==> config.mk <==
export PLATFORM = sky130hd
export DESIGN_NAME = funct_generator
export DESIGN_NICKNAME = d
export VERILOG_FILES = /design/src/rtl/wavegen_fmt_pkg.sv /design/src/rtl/wavegen_ctrl_pkg.sv /design/src/rtl/wavegen_sequencer.sv /design/src/rtl/waveform_source.sv /design/src/rtl/amplitude_scaler.sv /design/src/rtl/funct_generator.sv
export SDC_FILE = /design/constraint.sdc
export NUM_CORES = 1
export LEC_CHECK = 0
export ABC_AREA = 1
export BUFFER_PORTS_ARGS = -buffer_cell sky130_fd_sc_hd__buf_2
export CAP_MARGIN = 20
export CORE_MARGIN = 5
export CORE_UTILIZATION = 55
export CTS_CLUSTER_SIZE = 8
export DETAILED_ROUTE_END_ITERATION = 10
export HOLD_SLACK_MARGIN = 0.12
export PLACE_DENSITY = 0.72
export SYNTH_ARGS = -nofsm -noshare
export SYNTH_HDL_FRONTEND = slang
export SYNTH_HIERARCHICAL = 1
export SYNTH_SLANG_ARGS = --single-unit
==> constraint.sdc <==
create_clock -name clk -period 10.4 [get_ports clk]
set_input_delay 1.04 -clock clk [delete_from_list [all_inputs] [get_ports clk]]
set_output_delay 1.04 -clock clk [all_outputs]
set_load 0.05 [all_outputs]
==> src/rtl/sine_table.mem <==
// One column of 16-bit Q4.12 sine samples in hex, entry 0 of the period first.
0000
031F
061F
08E4
0B50
0D4E
0EC8
0FB1
1000
0FB1
0EC8
0D4E
0B50
08E4
061F
031F
0000
FCE1
F9E1
F71C
F4B0
F2B2
F138
F04F
F000
F04F
F138
F2B2
F4B0
F71C
F9E1
FCE1

==> src/rtl/wavegen_fmt_pkg.sv <==
`default_nettype none

package wavegen_fmt_pkg;

	// Samples and the scaled output are Q4.12 words.
	localparam int DATA_WIDTH = 16;
	localparam int FRAC_BITS  = 12;

	// The amplitude input is a small signed integer.
	localparam int INT_BITS = 4;

	// One period spans 32 phase steps.
	localparam int LUT_ADDR  = 5;
	localparam int LUT_DEPTH = 32;

	// Cosine leads sine by a quarter period, i.e. 8 entries.
	localparam int QUARTER = 8;

	typedef logic signed [DATA_WIDTH-1:0] sample_t;
	typedef logic signed [INT_BITS-1:0]   amp_t;
	typedef logic        [LUT_ADDR-1:0]   addr_t;

	// Plus one in Q4.12, and one eighth of that for the triangle slope.
	localparam sample_t FULL_SCALE = 16'sh1000;
	localparam sample_t TRI_STEP   = 16'sh0200;
	localparam sample_t RESET_AMP  = 16'sh1000;

	// Sine samples in hexadecimal, one per line.
	localparam string SINE_FILE = "/design/src/rtl/sine_table.mem";

endpackage

`default_nettype wire

==> src/rtl/wavegen_ctrl_pkg.sv <==
`default_nettype none

package wavegen_ctrl_pkg;

	// Sequencer states. Encoding 2'b11 is unused and falls back to IDLE.
	typedef enum logic [1:0] {
		IDLE   = 2'd0,
		CONFIG = 2'd1,
		GEN    = 2'd2
	} gen_state_t;

	// Waveform selector, in the encoding order of the sel_i input.
	typedef enum logic [1:0] {
		SINE     = 2'd0,
		COSINE   = 2'd1,
		TRIANGLE = 2'd2,
		SQUARE   = 2'd3
	} wave_sel_t;

	// Control levels decoded from the sequencer state.
	typedef struct packed {
		logic load_amp;
		logic gen_run;
	} gen_ctrl_t;

	// One waveform sample, marked by its valid bit.
	typedef struct packed {
		logic                     valid;
		wavegen_fmt_pkg::sample_t value;
	} wave_sample_t;

endpackage

`default_nettype wire

==> src/rtl/wavegen_sequencer.sv <==
`default_nettype none

module wavegen_sequencer (
	input  wire logic                        clk,
	input  wire logic                        rst,
	input  wire logic                        en_low_i,
	input  wire logic                        enh_conf_i,
	output wavegen_ctrl_pkg::gen_ctrl_t      ctrl_o
);

	import wavegen_ctrl_pkg::*;

	gen_state_t state_q;
	gen_state_t state_d;

	// The state register. A new state takes effect one edge after the
	// inputs that select it.
	always_ff @(posedge clk) begin
		if (rst) begin
			state_q <= IDLE;
		end else begin
			state_q <= state_d;
		end
	end

	// Next-state logic.
	// The configure request has priority in every state.
	// With both inputs low the sequencer heads for GEN.
	// With only en_low_i high it drops back to IDLE.
	always_comb begin
		state_d = state_q;
		case (state_q)
			IDLE: begin
				if (enh_conf_i) begin
					state_d = CONFIG;
				end else if (!en_low_i) begin
					state_d = GEN;
				end
			end
			CONFIG: begin
				if (!enh_conf_i) begin
					state_d = en_low_i ? IDLE : GEN;
				end
			end
			GEN: begin
				if (enh_conf_i) begin
					state_d = CONFIG;
				end else if (en_low_i) begin
					state_d = IDLE;
				end
			end
			default: begin
				// The unused encoding recovers to IDLE.
				state_d = IDLE;
			end
		endcase
	end

	// Control levels are a plain decode of the current state.
	// They can therefore never be high together.
	assign ctrl_o.load_amp = (state_q == CONFIG);
	assign ctrl_o.gen_run  = (state_q == GEN);

endmodule

`default_nettype wire

==> src/rtl/waveform_source.sv <==
`default_nettype none

module waveform_source (
	input  wire logic                        clk,
	input  wire logic                        rst,
	input  wavegen_ctrl_pkg::gen_ctrl_t      ctrl_i,
	input  wavegen_ctrl_pkg::wave_sel_t      sel_i,
	output wavegen_ctrl_pkg::wave_sample_t   sample_o
);

	import wavegen_fmt_pkg::*;
	import wavegen_ctrl_pkg::*;

	// Sine table with two read ports, one for sine and one for cosine.
	sample_t sine_rom [LUT_DEPTH];

	addr_t   addr_q;
	addr_t   cos_addr;
	sample_t sin_val;
	sample_t cos_val;
	sample_t tri_ramp;
	sample_t tri_val;
	sample_t squ_val;
	sample_t sel_val;
	logic    valid_q;
	sample_t value_q;

	// The table contents come from the hex file at elaboration.
	initial begin
		$readmemh(SINE_FILE, sine_rom);
	end

	// Phase address counter.
	// It sits at zero outside GEN, so every run starts at index zero.
	// In GEN it steps once per cycle and wraps naturally at 32.
	always_ff @(posedge clk) begin
		if (rst) begin
			addr_q <= '0;
		end else if (!ctrl_i.gen_run) begin
			addr_q <= '0;
		end else begin
			addr_q <= addr_q + addr_t'(1);
		end
	end

	// Cosine is the same table read a quarter period ahead.
	// The 5-bit sum wraps modulo 32 by itself.
	assign cos_addr = addr_q + addr_t'(QUARTER);
	assign sin_val  = sine_rom[addr_q];
	assign cos_val  = sine_rom[cos_addr];

	// Triangle. The low four address bits give the position within a half
	// period, the top bit tells rising from falling.
	// Rising half goes from minus full scale upward.
	// Falling half goes from plus full scale downward.
	assign tri_ramp = sample_t'(addr_q[LUT_ADDR-2:0]) * TRI_STEP;
	assign tri_val  = addr_q[LUT_ADDR-1] ? (FULL_SCALE - tri_ramp)
	                                     : (tri_ramp - FULL_SCALE);

	// Square is high for the first half period, low for the second.
	assign squ_val = addr_q[LUT_ADDR-1] ? -FULL_SCALE : FULL_SCALE;

	// Waveform select.
	always_comb begin
		case (sel_i)
			SINE:     sel_val = sin_val;
			COSINE:   sel_val = cos_val;
			TRIANGLE: sel_val = tri_val;
			SQUARE:   sel_val = squ_val;
			default:  sel_val = sin_val;
		endcase
	end

	// The valid bit follows gen_run with one cycle of delay.
	always_ff @(posedge clk) begin
		if (rst) begin
			valid_q <= 1'b0;
		end else begin
			valid_q <= ctrl_i.gen_run;
		end
	end

	// The sample value only moves while generating.
	// Downstream looks at it only when valid is set.
	always_ff @(posedge clk) begin
		if (ctrl_i.gen_run) begin
			value_q <= sel_val;
		end
	end

	assign sample_o.valid = valid_q;
	assign sample_o.value = value_q;

endmodule

`default_nettype wire

==> src/rtl/amplitude_scaler.sv <==
`default_nettype none

module amplitude_scaler (
	input  wire logic                        clk,
	input  wire logic                        rst,
	input  wavegen_ctrl_pkg::gen_ctrl_t      ctrl_i,
	input  wavegen_fmt_pkg::amp_t            amp_i,
	input  wavegen_ctrl_pkg::wave_sample_t   sample_i,
	output wavegen_fmt_pkg::sample_t         data_o,
	output logic                             wr_en_o
);

	import wavegen_fmt_pkg::*;
	import wavegen_ctrl_pkg::*;

	sample_t                      amp_q;
	logic signed [2*DATA_WIDTH-1:0] product;
	sample_t                      data_q;
	logic                         wr_en_q;

	// Amplitude register, in Q4.12.
	// The integer input lands in the top INT_BITS, the fraction is zero.
	// It is reloaded on every CONFIG cycle, so the last one wins.
	always_ff @(posedge clk) begin
		if (rst) begin
			amp_q <= RESET_AMP;
		end else if (ctrl_i.load_amp) begin
			amp_q <= sample_t'({amp_i, {FRAC_BITS{1'b0}}});
		end
	end

	// Signed Q4.12 times Q4.12 gives a Q8.24 product.
	// A negative amplitude flips the wave.
	assign product = $signed(sample_i.value) * $signed(amp_q);

	// Output register.
	// Taking the bits from FRAC_BITS upward brings the product back to Q4.12.
	// Anything above the top bit is dropped, so overflow wraps.
	// The data only changes for a valid sample.
	always_ff @(posedge clk) begin
		if (rst) begin
			data_q  <= '0;
			wr_en_q <= 1'b0;
		end else begin
			wr_en_q <= sample_i.valid;
			if (sample_i.valid) begin
				data_q <= product[FRAC_BITS +: DATA_WIDTH];
			end
		end
	end

	assign data_o  = data_q;
	assign wr_en_o = wr_en_q;

endmodule

`default_nettype wire

==> src/rtl/funct_generator.sv <==
`default_nettype none

module funct_generator (
	input  wire logic                        clk,
	input  wire logic                        rst,
	input  wire logic                        en_low_i,
	input  wire logic                        enh_conf_i,
	input  wavegen_fmt_pkg::amp_t            amp_i,
	input  wavegen_ctrl_pkg::wave_sel_t      sel_i,
	output wavegen_fmt_pkg::sample_t         data_o,
	output logic                             wr_en_o
);

	import wavegen_ctrl_pkg::*;

	// Control levels from the sequencer, shared by source and scaler.
	gen_ctrl_t    ctrl;

	// Registered sample from the source into the scaler.
	wave_sample_t sample;

	// State machine for idle, configure and generate.
	wavegen_sequencer u_sequencer (
		.clk        (clk),
		.rst        (rst),
		.en_low_i   (en_low_i),
		.enh_conf_i (enh_conf_i),
		.ctrl_o     (ctrl)
	);

	// Phase counter and waveform synthesis, one cycle of latency.
	waveform_source u_source (
		.clk      (clk),
		.rst      (rst),
		.ctrl_i   (ctrl),
		.sel_i    (sel_i),
		.sample_o (sample)
	);

	// Amplitude scaling and output strobe, one more cycle.
	amplitude_scaler u_scaler (
		.clk      (clk),
		.rst      (rst),
		.ctrl_i   (ctrl),
		.amp_i    (amp_i),
		.sample_i (sample),
		.data_o   (data_o),
		.wr_en_o  (wr_en_o)
	);

endmodule

`default_nettype wire

# Word level (Yosys, flattened, before mapping)
# Index checks and enable logic that the tools add are counted.
# classes
n_addsub	3
mul	1
div	0
n_lt_le_gt_ge	0
n_eq_ne	8
n_shift	0
muxes	10
bitwise	1
n_reduce_logical	4
# op_table
operator	n
$pmux W16 S4	1
$mux W16	2
$mul A16 B4 Y16	1
$sub A13 B13 Y14 const A	1
$sub A13 B13 Y14 const B	1
$mux W2	6
$eq A2 B2 Y1 const B	3
$ne A3 B3 Y1 const B	2
$pmux W2 S3	1
$add A5 B1 Y5 const B	1
$eq A2 B1 Y1 const B	2
$logic_not A2 Y1	2
$reduce_and A3 Y1	1
$ne A2 B2 Y1 const B	1
$reduce_or A2 Y1	1
$not A1 Y1	1
# word_totals
regBits	45
latch_bits	0
ramBits	0
romBits	0
input_bits	10
mem_count	0

# Longest topological paths before layout
# Gate-level depths: netlist of the first run.
# logic_depth
ltp_word	3
depth_mapped	19

# Hierarchy
# Netlist of the first run, hierarchy kept.
# modules_own_cells
mod	instances	cells_per_inst	area_each_um2	seq_area_each_um2
amplitude_scaler	1	393	2603.7	420.4
waveform_source	1	70	600.6	270.3
wavegen_sequencer	1	14	87.6	40.0

# Worst setup path before layout of the first run
# No wires, ideal clock.
# synth_path
path_kind	reg2reg
startpoint	register u_scaler.amp_q[15]
endpoint	register u_scaler.data_q[11], in the netlist u_scaler/data_o[11]
arrival_ns	3.166
setup_slack_ns	7.120
stages_incl_launch_ff	14
synth_period_minus_slack_ns	3.280
cell_sequence	dfxtp_1 > inv_1 > buf_1 > nor2_1 > fa_1 > fa_1 > ha_1 > fa_1 > nand3_1 > nand2_2 > a21oi_1 > xnor2_1 > o21ai_1 > inv_1
# synth_between
elab_chain_cells	1
# synth_lines
element	line_no	rtl
start, declared	amplitude_scaler.sv:16	sample_t amp_q;
start signal, assigned	amplitude_scaler.sv:28	amp_q <= sample_t'({amp_i, {FRAC_BITS{1'b0}}});
$mul A16 B4 Y16	amplitude_scaler.sv:34	assign product = $signed(sample_i.value) * $signed(amp_q);
end signal, assigned	amplitude_scaler.sv:47	data_q <= product[FRAC_BITS +: DATA_WIDTH];
end, declared	amplitude_scaler.sv:18	sample_t data_q;
# Every way passes these cells.
# A chain may end at the register's enable or synchronous reset.

# Worst setup path in the final report of the first run
# layout_path
startpoint	register u_scaler.amp_q[15]
endpoint	register u_scaler.data_q[15], in the netlist u_scaler/data_o[15]
# Same word-level chain as after synthesis.

==> results of run 1 <==
## flip-flops by register name, indices dropped and copies added, names as in the netlist
name and cells:
u_scaler/amp_q 4, u_scaler/data_o 16, u_scaler/wr_en_o 1, u_sequencer/state_q 2
u_source/addr_q 5, u_source/valid_q 1, u_source/value_q 5
## area by class of cell
| type | instances | area, um2 | area share |
|---|---|---|---|
| inverters | 95 | 356.6 | 0.1020 |
| well taps | 75 | 93.84 | 0.02685 |
| flip-flops and latches | 34 | 730.7 | 0.2091 |
| multi-input cells | 333 | 2079 | 0.5951 |
| clock inverters | 2 | 10.01 | 0.002864 |
| repair buffers | 26 | 130.1 | 0.03724 |
| clock buffers | 6 | 93.84 | 0.02685 |
## power groups by stage
stage                     sequential [W]  combinational, W  clock [W]
after detailed placement        0.000147          0.000140          0
after floorplan                 0.000149          0.000106          0
after global placement          0.000146          0.000139          0
after CTS                       0.000144          0.000141   0.000110
final                           0.000144          0.000145   0.000107
after global routing            0.000144          0.000165   0.000116
## Yosys cell counts (all sizes together)
master / number / area [um2]
o21bai: 1 / 7.510
buf: 17 / 132.6
nand4: 4 / 25.02
nor2: 75 / 289.0
nand2: 114 / 432.9
fa: 26 / 520.5
dfxtp: 29 / 580.6
conb: 1 / 3.750
ha: 29 / 362.9
inv: 94 / 352.8
nand3: 28 / 140.1
edfxtp: 5 / 150.1
or2: 1 / 6.260
nor3: 2 / 10.01
a21oi: 17 / 88.84
clkbuf: 6 / 22.52
nand3b: 1 / 7.510
xnor2: 2 / 17.52
xor2: 3 / 26.28
o21ai: 20 / 103.9
clkinv: 1 / 3.750
a21o: 1 / 7.510
## per-layer routing
layer	vias up	GRT usage	share of wire	routed length, um
met5	-	0	0	0
met4	0	0.05300	0.013	92
met3	11	0.02460	0.042	292
met2	70	0.3274	0.47	3297
met1	1290	0.2696	0.47	3317
li1	1458	-	-	-
## worst max path at each step
stage / cells past startpoint / startpoint / to / slack (ns)
2_1_floorplan: 13 / u_scaler/amp_q[15] / u_scaler/data_o[11] / 7.12
3_5_place_dp: 16 / u_scaler/amp_q[15] / u_scaler/data_o[15] / 6.85
6_report: 16 / u_scaler/amp_q[15] / u_scaler/data_o[15] / 6.82
4_1_cts: 16 / u_scaler/amp_q[15] / u_scaler/data_o[15] / 6.81
5_1_grt: 16 / u_scaler/amp_q[15] / u_scaler/data_o[15] / 6.59
3_3_place_gp: 16 / u_scaler/amp_q[15] / u_scaler/data_o[15] / 6.86
## worst min-delay path, cell delays in order (launching register included)
cell     delay, ns
dfxtp_1       0.31
nand2_1       0.06
a21oi_1       0.06
## metrics by stage
stage | total power, W | hold WS [ns] | utilization | std cells
final | 0.0003954 | 0.4826 | 0.5938 | 571
after global routing | 0.0004255 | 0.5104 | 0.5938 | 571
after CTS | 0.0003953 | 0.4847 | 0.5938 | 571
after detailed placement | 0.0002868 | 0.4694 | 0.5761 | 563
after global placement | 0.0002856 | 0.4588 | 0.5761 | 563
after floorplan | 0.0002555 | 0.4405 | - | 485
## kinds of logic after synthesis
family	count (synthesis)	synth area share
xor+xnor	5	0.01331
buf+inv	118	0.1555
other cells	1	0.001139
simple gates	225	0.2767
fa+ha+maj	55	0.2683
compound gates	39	0.06310
flops	34	0.2220
==> flow_metrics.tcl, run 1 <==
set metrics [dict create \
    status "finished, final reports clean" \
    gp_congestion 0.9304 \
    drtIter0Drc 200 \
    grt_max_degree 24 \
    htree_levels 2 \
    synth_seq_cells 34 \
    cts_tree "done" \
    holdCritPathClass "reg -> reg" \
    grt_pass1_wl_mm 12.10 \
    preCtsSetupSlack_ns 6.850 \
    comb_power_share 0.366 \
    fin_ws_ns 6.815 \
    hold_buffers 0 \
    intPower_w 0.0002491 \
    n_fill_cell 557 \
    finalCriticalPeriod_ns 3.585 \
    start_kind "flip-flop" \
    synth_area_per_cell_um2 6.901 \
    clk_path_buf_depth 2 \
    drive_gt1_frac 0.08871 \
    r2r-end "u_scaler/data_o[15]" \
    whs_path_depth 2 \
    rrSetupSlack_ns 6.82 \
    rsz0062_at_grt "false" \
    grt-ovfl-total 0 \
    final.period_utilization 0.3447 \
    cts_setup_buffers 0 \
    placed_area_um2 3391 \
    hold_path_end "u_scaler/data_o[0]" \
    totalWireLength_mm 6.999 \
    vias 2829 \
    final_cell_mix "nand2_1, inv_1, nor2_1" \
    dp_hpwl_mm 5.647 \
    ctsRootBufferMaster "clkbuf_8" \
    clock-sinks 34 \
    p_seq_frac 0.363 \
    drc 0 \
    final_max_slew_viol_count 0 \
    finalSetupTns_ns 0 \
    clkLatencyLatePin_ns 0.28 \
    relSlewSlack 0.4997 \
    antenna_cells 0 \
    worst-path-buf-inv 4 \
    core_um2 5886 \
    avgRoutedWirePerCell_um 12.26 \
    antenna_found_initial 0 \
    grt_pass1_vias 2720 \
    numCtsBuffers 5 \
    rows 28 \
    worst_pin_slew_ns 0.7494 \
    slowest_delay_ns 0.52 \
    path_delay_family "adder cells" \
    swShare 0.3699 \
    start_util 0.5593 \
    p_leak_nw 2.169 \
    crit_fanout 15 \
    hold_path_startpoint "u_scaler/data_o[0]" \
    p_switching_w 0.0001463 \
    hold_viol 0 \
    path_cells "inv_1 > or2_2 > fa_1 > fa_1 > fa_1 > inv_1 > fa_1 > nand3_1 > nand2_2 > nand3_1 > nand3_1 > inv_1 > nand2_1 > nand3_1 > nand2_1 > inv_1" \
    cts_resized 0 \
    die_h_um 87.37 \
    yosys_warnings 6 \
    crit_type "reg -> reg" \
    reg2reg_depth 16 \
    critPathArrivalTime_ns 3.77 \
    vias_per_cell 4.954 \
    die-width_um 87.37 \
    dr.pass1.iters 5 \
    path_clk_slew_ns 0.07 \
    io_buffers 26 \
    crit_required_ns 10.59 \
    clkPwrFrac 0.271 \
    netlist_instances 477 \
    grt_use_total 0.1972 \
    synth_seq_area_share 0.2220 \
    vdd_drop_max_v 0.0001083 \
    setup_violations 0 \
    layout_commonest_cell "nand2_1" \
    fin_area_um2 3495 \
    fmax_mhz 278.9 \
    pin_count 27 \
    netlist_area_um2 3292 \
    syn_to_final_growth_pct 6.157 \
    yosysUniqueCellTypes 31 \
    finClkSkew_ns 0.006302 \
    die-area_um2 7633 \
    r2r_start "u_scaler/amp_q[15]" \
    cellPowerDensity_nw_per_um2 113.1 \
    ant_nets 0 \
    cap_violations 0 \
    endpoint_kind "flip-flop" \
    nNetsFinal 560 \
    cp_slowest_cell "fa_1" \
]
(Power assumes the default switching activity.)
==> run 2: changes to the inputs <==
Clock period 10.4 ns to 3.7 ns, I/O delays scaled along.
==> flow_metrics.tcl, run 2 (same netlist as run 1, synthesis figures left out) <==
set metrics [dict create \
    final.period_utilization 0.9292 \
    core_um2 5886 \
    relSlewSlack 0.5079 \
    start_util 0.5593 \
    die-width_um 87.37 \
    worst_pin_slew_ns 0.7371 \
    dp_hpwl_mm 5.692 \
    avgRoutedWirePerCell_um 12.09 \
    holdCritPathClass "in -> reg" \
    setup_violations 0 \
    m1WireLength_mm 3.459 \
    numCtsBuffers 5 \
    rrSetupSlack_ns 0.26 \
    reg2reg_depth 16 \
    start_kind "flip-flop" \
    fmax_mhz 290.9 \
    cap_violations 0 \
    grt-ovfl-total 0 \
    pin_count 27 \
    hold_buffers 0 \
    top_layer "met4" \
    dp_cells 567 \
    wl_met3_um 297 \
    rows 28 \
    p_leak_nw 2.208 \
    drc 0 \
    path_clk_slew_ns 0.07 \
    drive_gt1_frac 0.1124 \
    grt_max_degree 24 \
    dr.pass1.iters 5 \
    hold_path_startpoint "amp_i[0]" \
    vdd_drop_max_v 0.0002534 \
    nNetsFinal 571 \
    clock-sinks 34 \
    die_h_um 87.37 \
    io_buffers 26 \
    syn_to_final_growth_pct 8.590 \
    ant_nets 0 \
    hold_viol 0 \
    endpoint_kind "flip-flop" \
    layout_commonest_cell "nand2_1" \
    final_cell_mix "nand2_1, inv_1, nor2_1" \
    htree_levels 2 \
    final_max_slew_viol_count 0 \
    finClkSkew_ns 0.01065 \
    finalCriticalPeriod_ns 3.438 \
    grt_pass1_vias 2766 \
    cellPowerDensity_nw_per_um2 308.7 \
    clk_path_buf_depth 2 \
    clkLatencyLatePin_ns 0.29 \
    crit_type "reg -> reg" \
    vias 2900 \
    antenna_found_initial 0 \
    wl_met2_mm 3.203 \
    antenna_cells 0 \
    r2r-end "u_scaler/data_o[15]" \
    crit_fanout 6 \
    drtIter0Drc 229 \
    critPathArrivalTime_ns 3.63 \
    totalWireLength_mm 7.034 \
    r2r_start "u_scaler/amp_q[15]" \
    crit_required_ns 3.89 \
    finalSetupTns_ns 0 \
    grt_use_total 0.2036 \
    die-area_um2 7633 \
    vias_per_cell 4.983 \
    hold_path_end "u_scaler/amp_q[12]" \
    largest_reg_flops 16 \
    grt_pass1_wl_mm 12.39 \
    cts_tree "done" \
    whs_path_depth 3 \
    status "finished, final reports clean" \
    layoutNonFillerInstCount 582 \
    ctsRootBufferMaster "clkbuf_8" \
    rsz0062_at_grt "false" \
    gp_congestion 0.9928 \
]
==> run 2: changes by cell type in the layout (fill, tap and decap cells not counted) <==
cell        before  now
clkbuf_8         5    6
nor2_2           3    4
clkinvlp_4       0    2
nor2_1          72   71
clkbuf_16        1    0
inv_1           92   91
buf_4            0   11
clkinv_2         2    1
==> run 2: metrics by stage <==
stage | utilization | cell area (um2) | setup slack [ns] | power, W | hold WS [ns]
floorplan | - | 3322 | 0.4205 | 0.0007182 | 0.4405
global placement | 0.5812 | 3421 | 0.3447 | 0.0007992 | 0.4540
detailed placement | 0.5812 | 3421 | 0.2151 | 0.0008036 | 0.4608
CTS | 0.5974 | 3516 | 0.2179 | 0.001093 | 0.2995
global route | 0.6074 | 3575 | 0.02790 | 0.001196 | 0.3112
finish | 0.6074 | 3575 | 0.2621 | 0.001104 | 0.3088
==> run 2: worst max-delay path by stage <==
stage / from / end / cells past startpoint
after global routing: u_scaler/amp_q[15] / u_scaler/data_o[15] / 16
after detailed placement: u_scaler/amp_q[15] / u_scaler/data_o[15] / 16
after CTS: u_scaler/amp_q[15] / u_scaler/data_o[15] / 16
final: u_scaler/amp_q[15] / u_scaler/data_o[15] / 16
after global placement: u_scaler/amp_q[15] / u_scaler/data_o[13] / 13
after floorplan: u_scaler/amp_q[15] / u_scaler/data_o[11] / 13
==> run 2: worst max-delay path, stage by stage (launching register included) <==
cell        delay [ns]
dfxtp_1           0.37
clkinvlp_4        0.16
or2_2             0.31
fa_1              0.53
fa_1              0.52
fa_1              0.40
inv_1             0.11
fa_1              0.24
nand3_1           0.10
nand2_2           0.13
nand3_1           0.08
nand3_1           0.09
inv_1             0.05
nand2_1           0.05
nand3_1           0.06
nand2_1           0.09
inv_1             0.04
==> run 2: layout make-up <==
type | instances | area, um2
fill | 574 | 2311
multi-input combinational | 333 | 2082
clock inverter | 2 | 12.51
inverter | 95 | 360.3
timing repair buffer | 37 | 212.7
clock buffer | 6 | 82.58
sequential | 34 | 730.7
tap | 75 | 93.84
==> run 2: power breakdown <==
group | internal, W | switching (W)
Clock | 0.000149 | 0.000136
Sequential | 0.000386 | 0.0000123
Combinational | 0.000153 | 0.000267
==> run 2: layer usage <==
| metal | track usage | vias to the layer above |
|---|---|---|
| li1 | - | 1482 |
| met1 | 0.2910 | 1332 |
| met2 | 0.3212 | 79 |
| met3 | 0.02744 | 7 |
| met4 | 0.05718 | 0 |
| met5 | 0 | - |
==> run 2: repair_timing <==
action / CTS / global route
gates resized for setup: 0 / 2
buffers inserted: 0 / 7
endpoints found under the setup margin: 0 / 1
==> run 3: changes to the inputs <==
Settings changed: CAP_MARGIN 20 to 40, CORE_MARGIN 5 to unset.
==> flow_metrics.tcl, run 3 (same netlist as run 1, synthesis figures left out) <==
set metrics [dict create \
    relSlewSlack 0.5131 \
    layout_commonest_cell "nand2_1" \
    start_util 0.5835 \
    worst_pin_slew_ns 0.7293 \
    fin_area_um2 3532 \
    antenna_found_initial 0 \
    finalCriticalPeriod_ns 3.461 \
    ctsRootBufferMaster "clkbuf_8" \
    path_clk_slew_ns 0.07 \
    die-area_um2 6299 \
    fmax_mhz 288.9 \
    numCtsBuffers 5 \
    start_kind "flip-flop" \
    grt-ovfl-total 0 \
    whs_ns 0.3013 \
    p_leak_nw 2.184 \
    grt_use_met1 0.3413 \
    cts_tree "done" \
    hold_viol 0 \
    placed_area_um2 3417 \
    crit_required_ns 3.87 \
    grt_pass1_wl_mm 12.20 \
    io_buffers 26 \
    crit_fanout 8 \
    finClkSkew_ns 0.007320 \
    rows 27 \
    status "finished, final reports clean" \
    clkLatencyLatePin_ns 0.28 \
    critPathArrivalTime_ns 3.64 \
    grt_max_degree 24 \
    setup_violations 0 \
    drive_gt1_frac 0.1036 \
    hold_buffers 0 \
    die-width_um 79.37 \
    cellPowerDensity_nw_per_um2 306.4 \
    endpoint_kind "flip-flop" \
    ant_nets 0 \
    drtIter0Drc 136 \
    pin_count 27 \
    grt_pass1_vias 2737 \
    die_h_um 79.37 \
    totalWireLength_mm 6.876 \
    vias_per_cell 5.024 \
    antenna_cells 0 \
    gp_congestion 0.9594 \
    clock-sinks 34 \
    grt_busiest_layer "met2" \
    nNetsFinal 567 \
    syn_to_final_growth_pct 7.298 \
    vdd_drop_max_v 0.0002969 \
    drc 0 \
    clk_path_buf_depth 2 \
    crit_type "reg -> reg" \
    met2_usage 0.4095 \
    avgRoutedWirePerCell_um 11.98 \
    core_um2 5642 \
    final.period_utilization 0.9354 \
    dr.pass1.iters 5 \
    finalSetupTns_ns 0 \
    htree_levels 2 \
    final_cell_mix "nand2_1, inv_1, nor2_1" \
    vias 2884 \
    holdCritPathClass "in -> reg" \
    final_max_slew_viol_count 0 \
    largest_reg_flops 16 \
    cap_violations 0 \
    dp_hpwl_mm 5.609 \
    grt_use_met3 0.03218 \
    grt_use_total 0.2474 \
]
run 3: cell types whose count changed in the layout (fill, tap and decap cells not counted), sizes merged:
cell      before  now
clkinvlp       2    1
buf           37   33
clkbuf         6    7
clkinv         2    1
run 3: worst paths after layout:
| kind | from | to | slack, ns | cells after the start |
|---|---|---|---|---|
| worst min-delay path | amp_i[0] | u_scaler/amp_q[12] | 0.30 | 3 |
| worst max register to register | u_scaler/amp_q[15] | u_scaler/data_o[15] | 0.24 | 16 |
| worst min register to register | u_scaler/data_o[0] | u_scaler/data_o[0] | 0.48 | 2 |
| worst max-delay path | u_scaler/amp_q[15] | u_scaler/data_o[15] | 0.24 | 16 |
run 3: metrics by stage:
step	util	worst slack (ns)	instances	power [W]
after floorplan	-	0.4205	485	0.0007182
after global placement	0.6057	0.2244	564	0.0007968
after detailed placement	0.6057	0.2336	564	0.0008019
after CTS	0.6210	0.2040	571	0.001076
after global routing	0.6261	-0.01612	574	0.001169
final	0.6261	0.2390	574	0.001082
run 3: power by group:
part	internal, W	total [W]	switching, W
Combinational	0.000150	0.000414	0.000264
Sequential	0.000386	0.000400	0.0000141
Clock	0.000147	0.000268	0.000121
Total	0.000683	0.00108	0.000399
run 3: worst max-delay path, stage by stage, from the launching register on:
cell        delay (ns)
dfxtp_1           0.38
clkinvlp_4        0.18
or2_2             0.32
fa_1              0.51
fa_1              0.50
fa_1              0.41
inv_2             0.10
fa_2              0.24
nand3_1           0.10
nand2_2           0.12
nand3_1           0.07
nand3_1           0.09
inv_1             0.05
nand2_1           0.06
nand3_1           0.08
nand2_1           0.09
inv_1             0.04
run 3: cell type report:
class                   count  area, um2
well taps                  72      90.09
flip-flops and latches     34      730.7
repair buffers             33      182.7
fillers                   515       2110
clock buffers               7      86.33
inverters                  95      360.3
multi-input cells         333       2082
run 3: routing by layer:
metal,wire length [um],vias to the layer above
met1,3402,1337
met2,3143,68
met5,0,-
li1,-,1471
met4,72,0
met3,258,8
run 3: repair_timing:
item,CTS,global route
buffers inserted,0,3
setup endpoints to repair,0,1
resized for setup,0,3
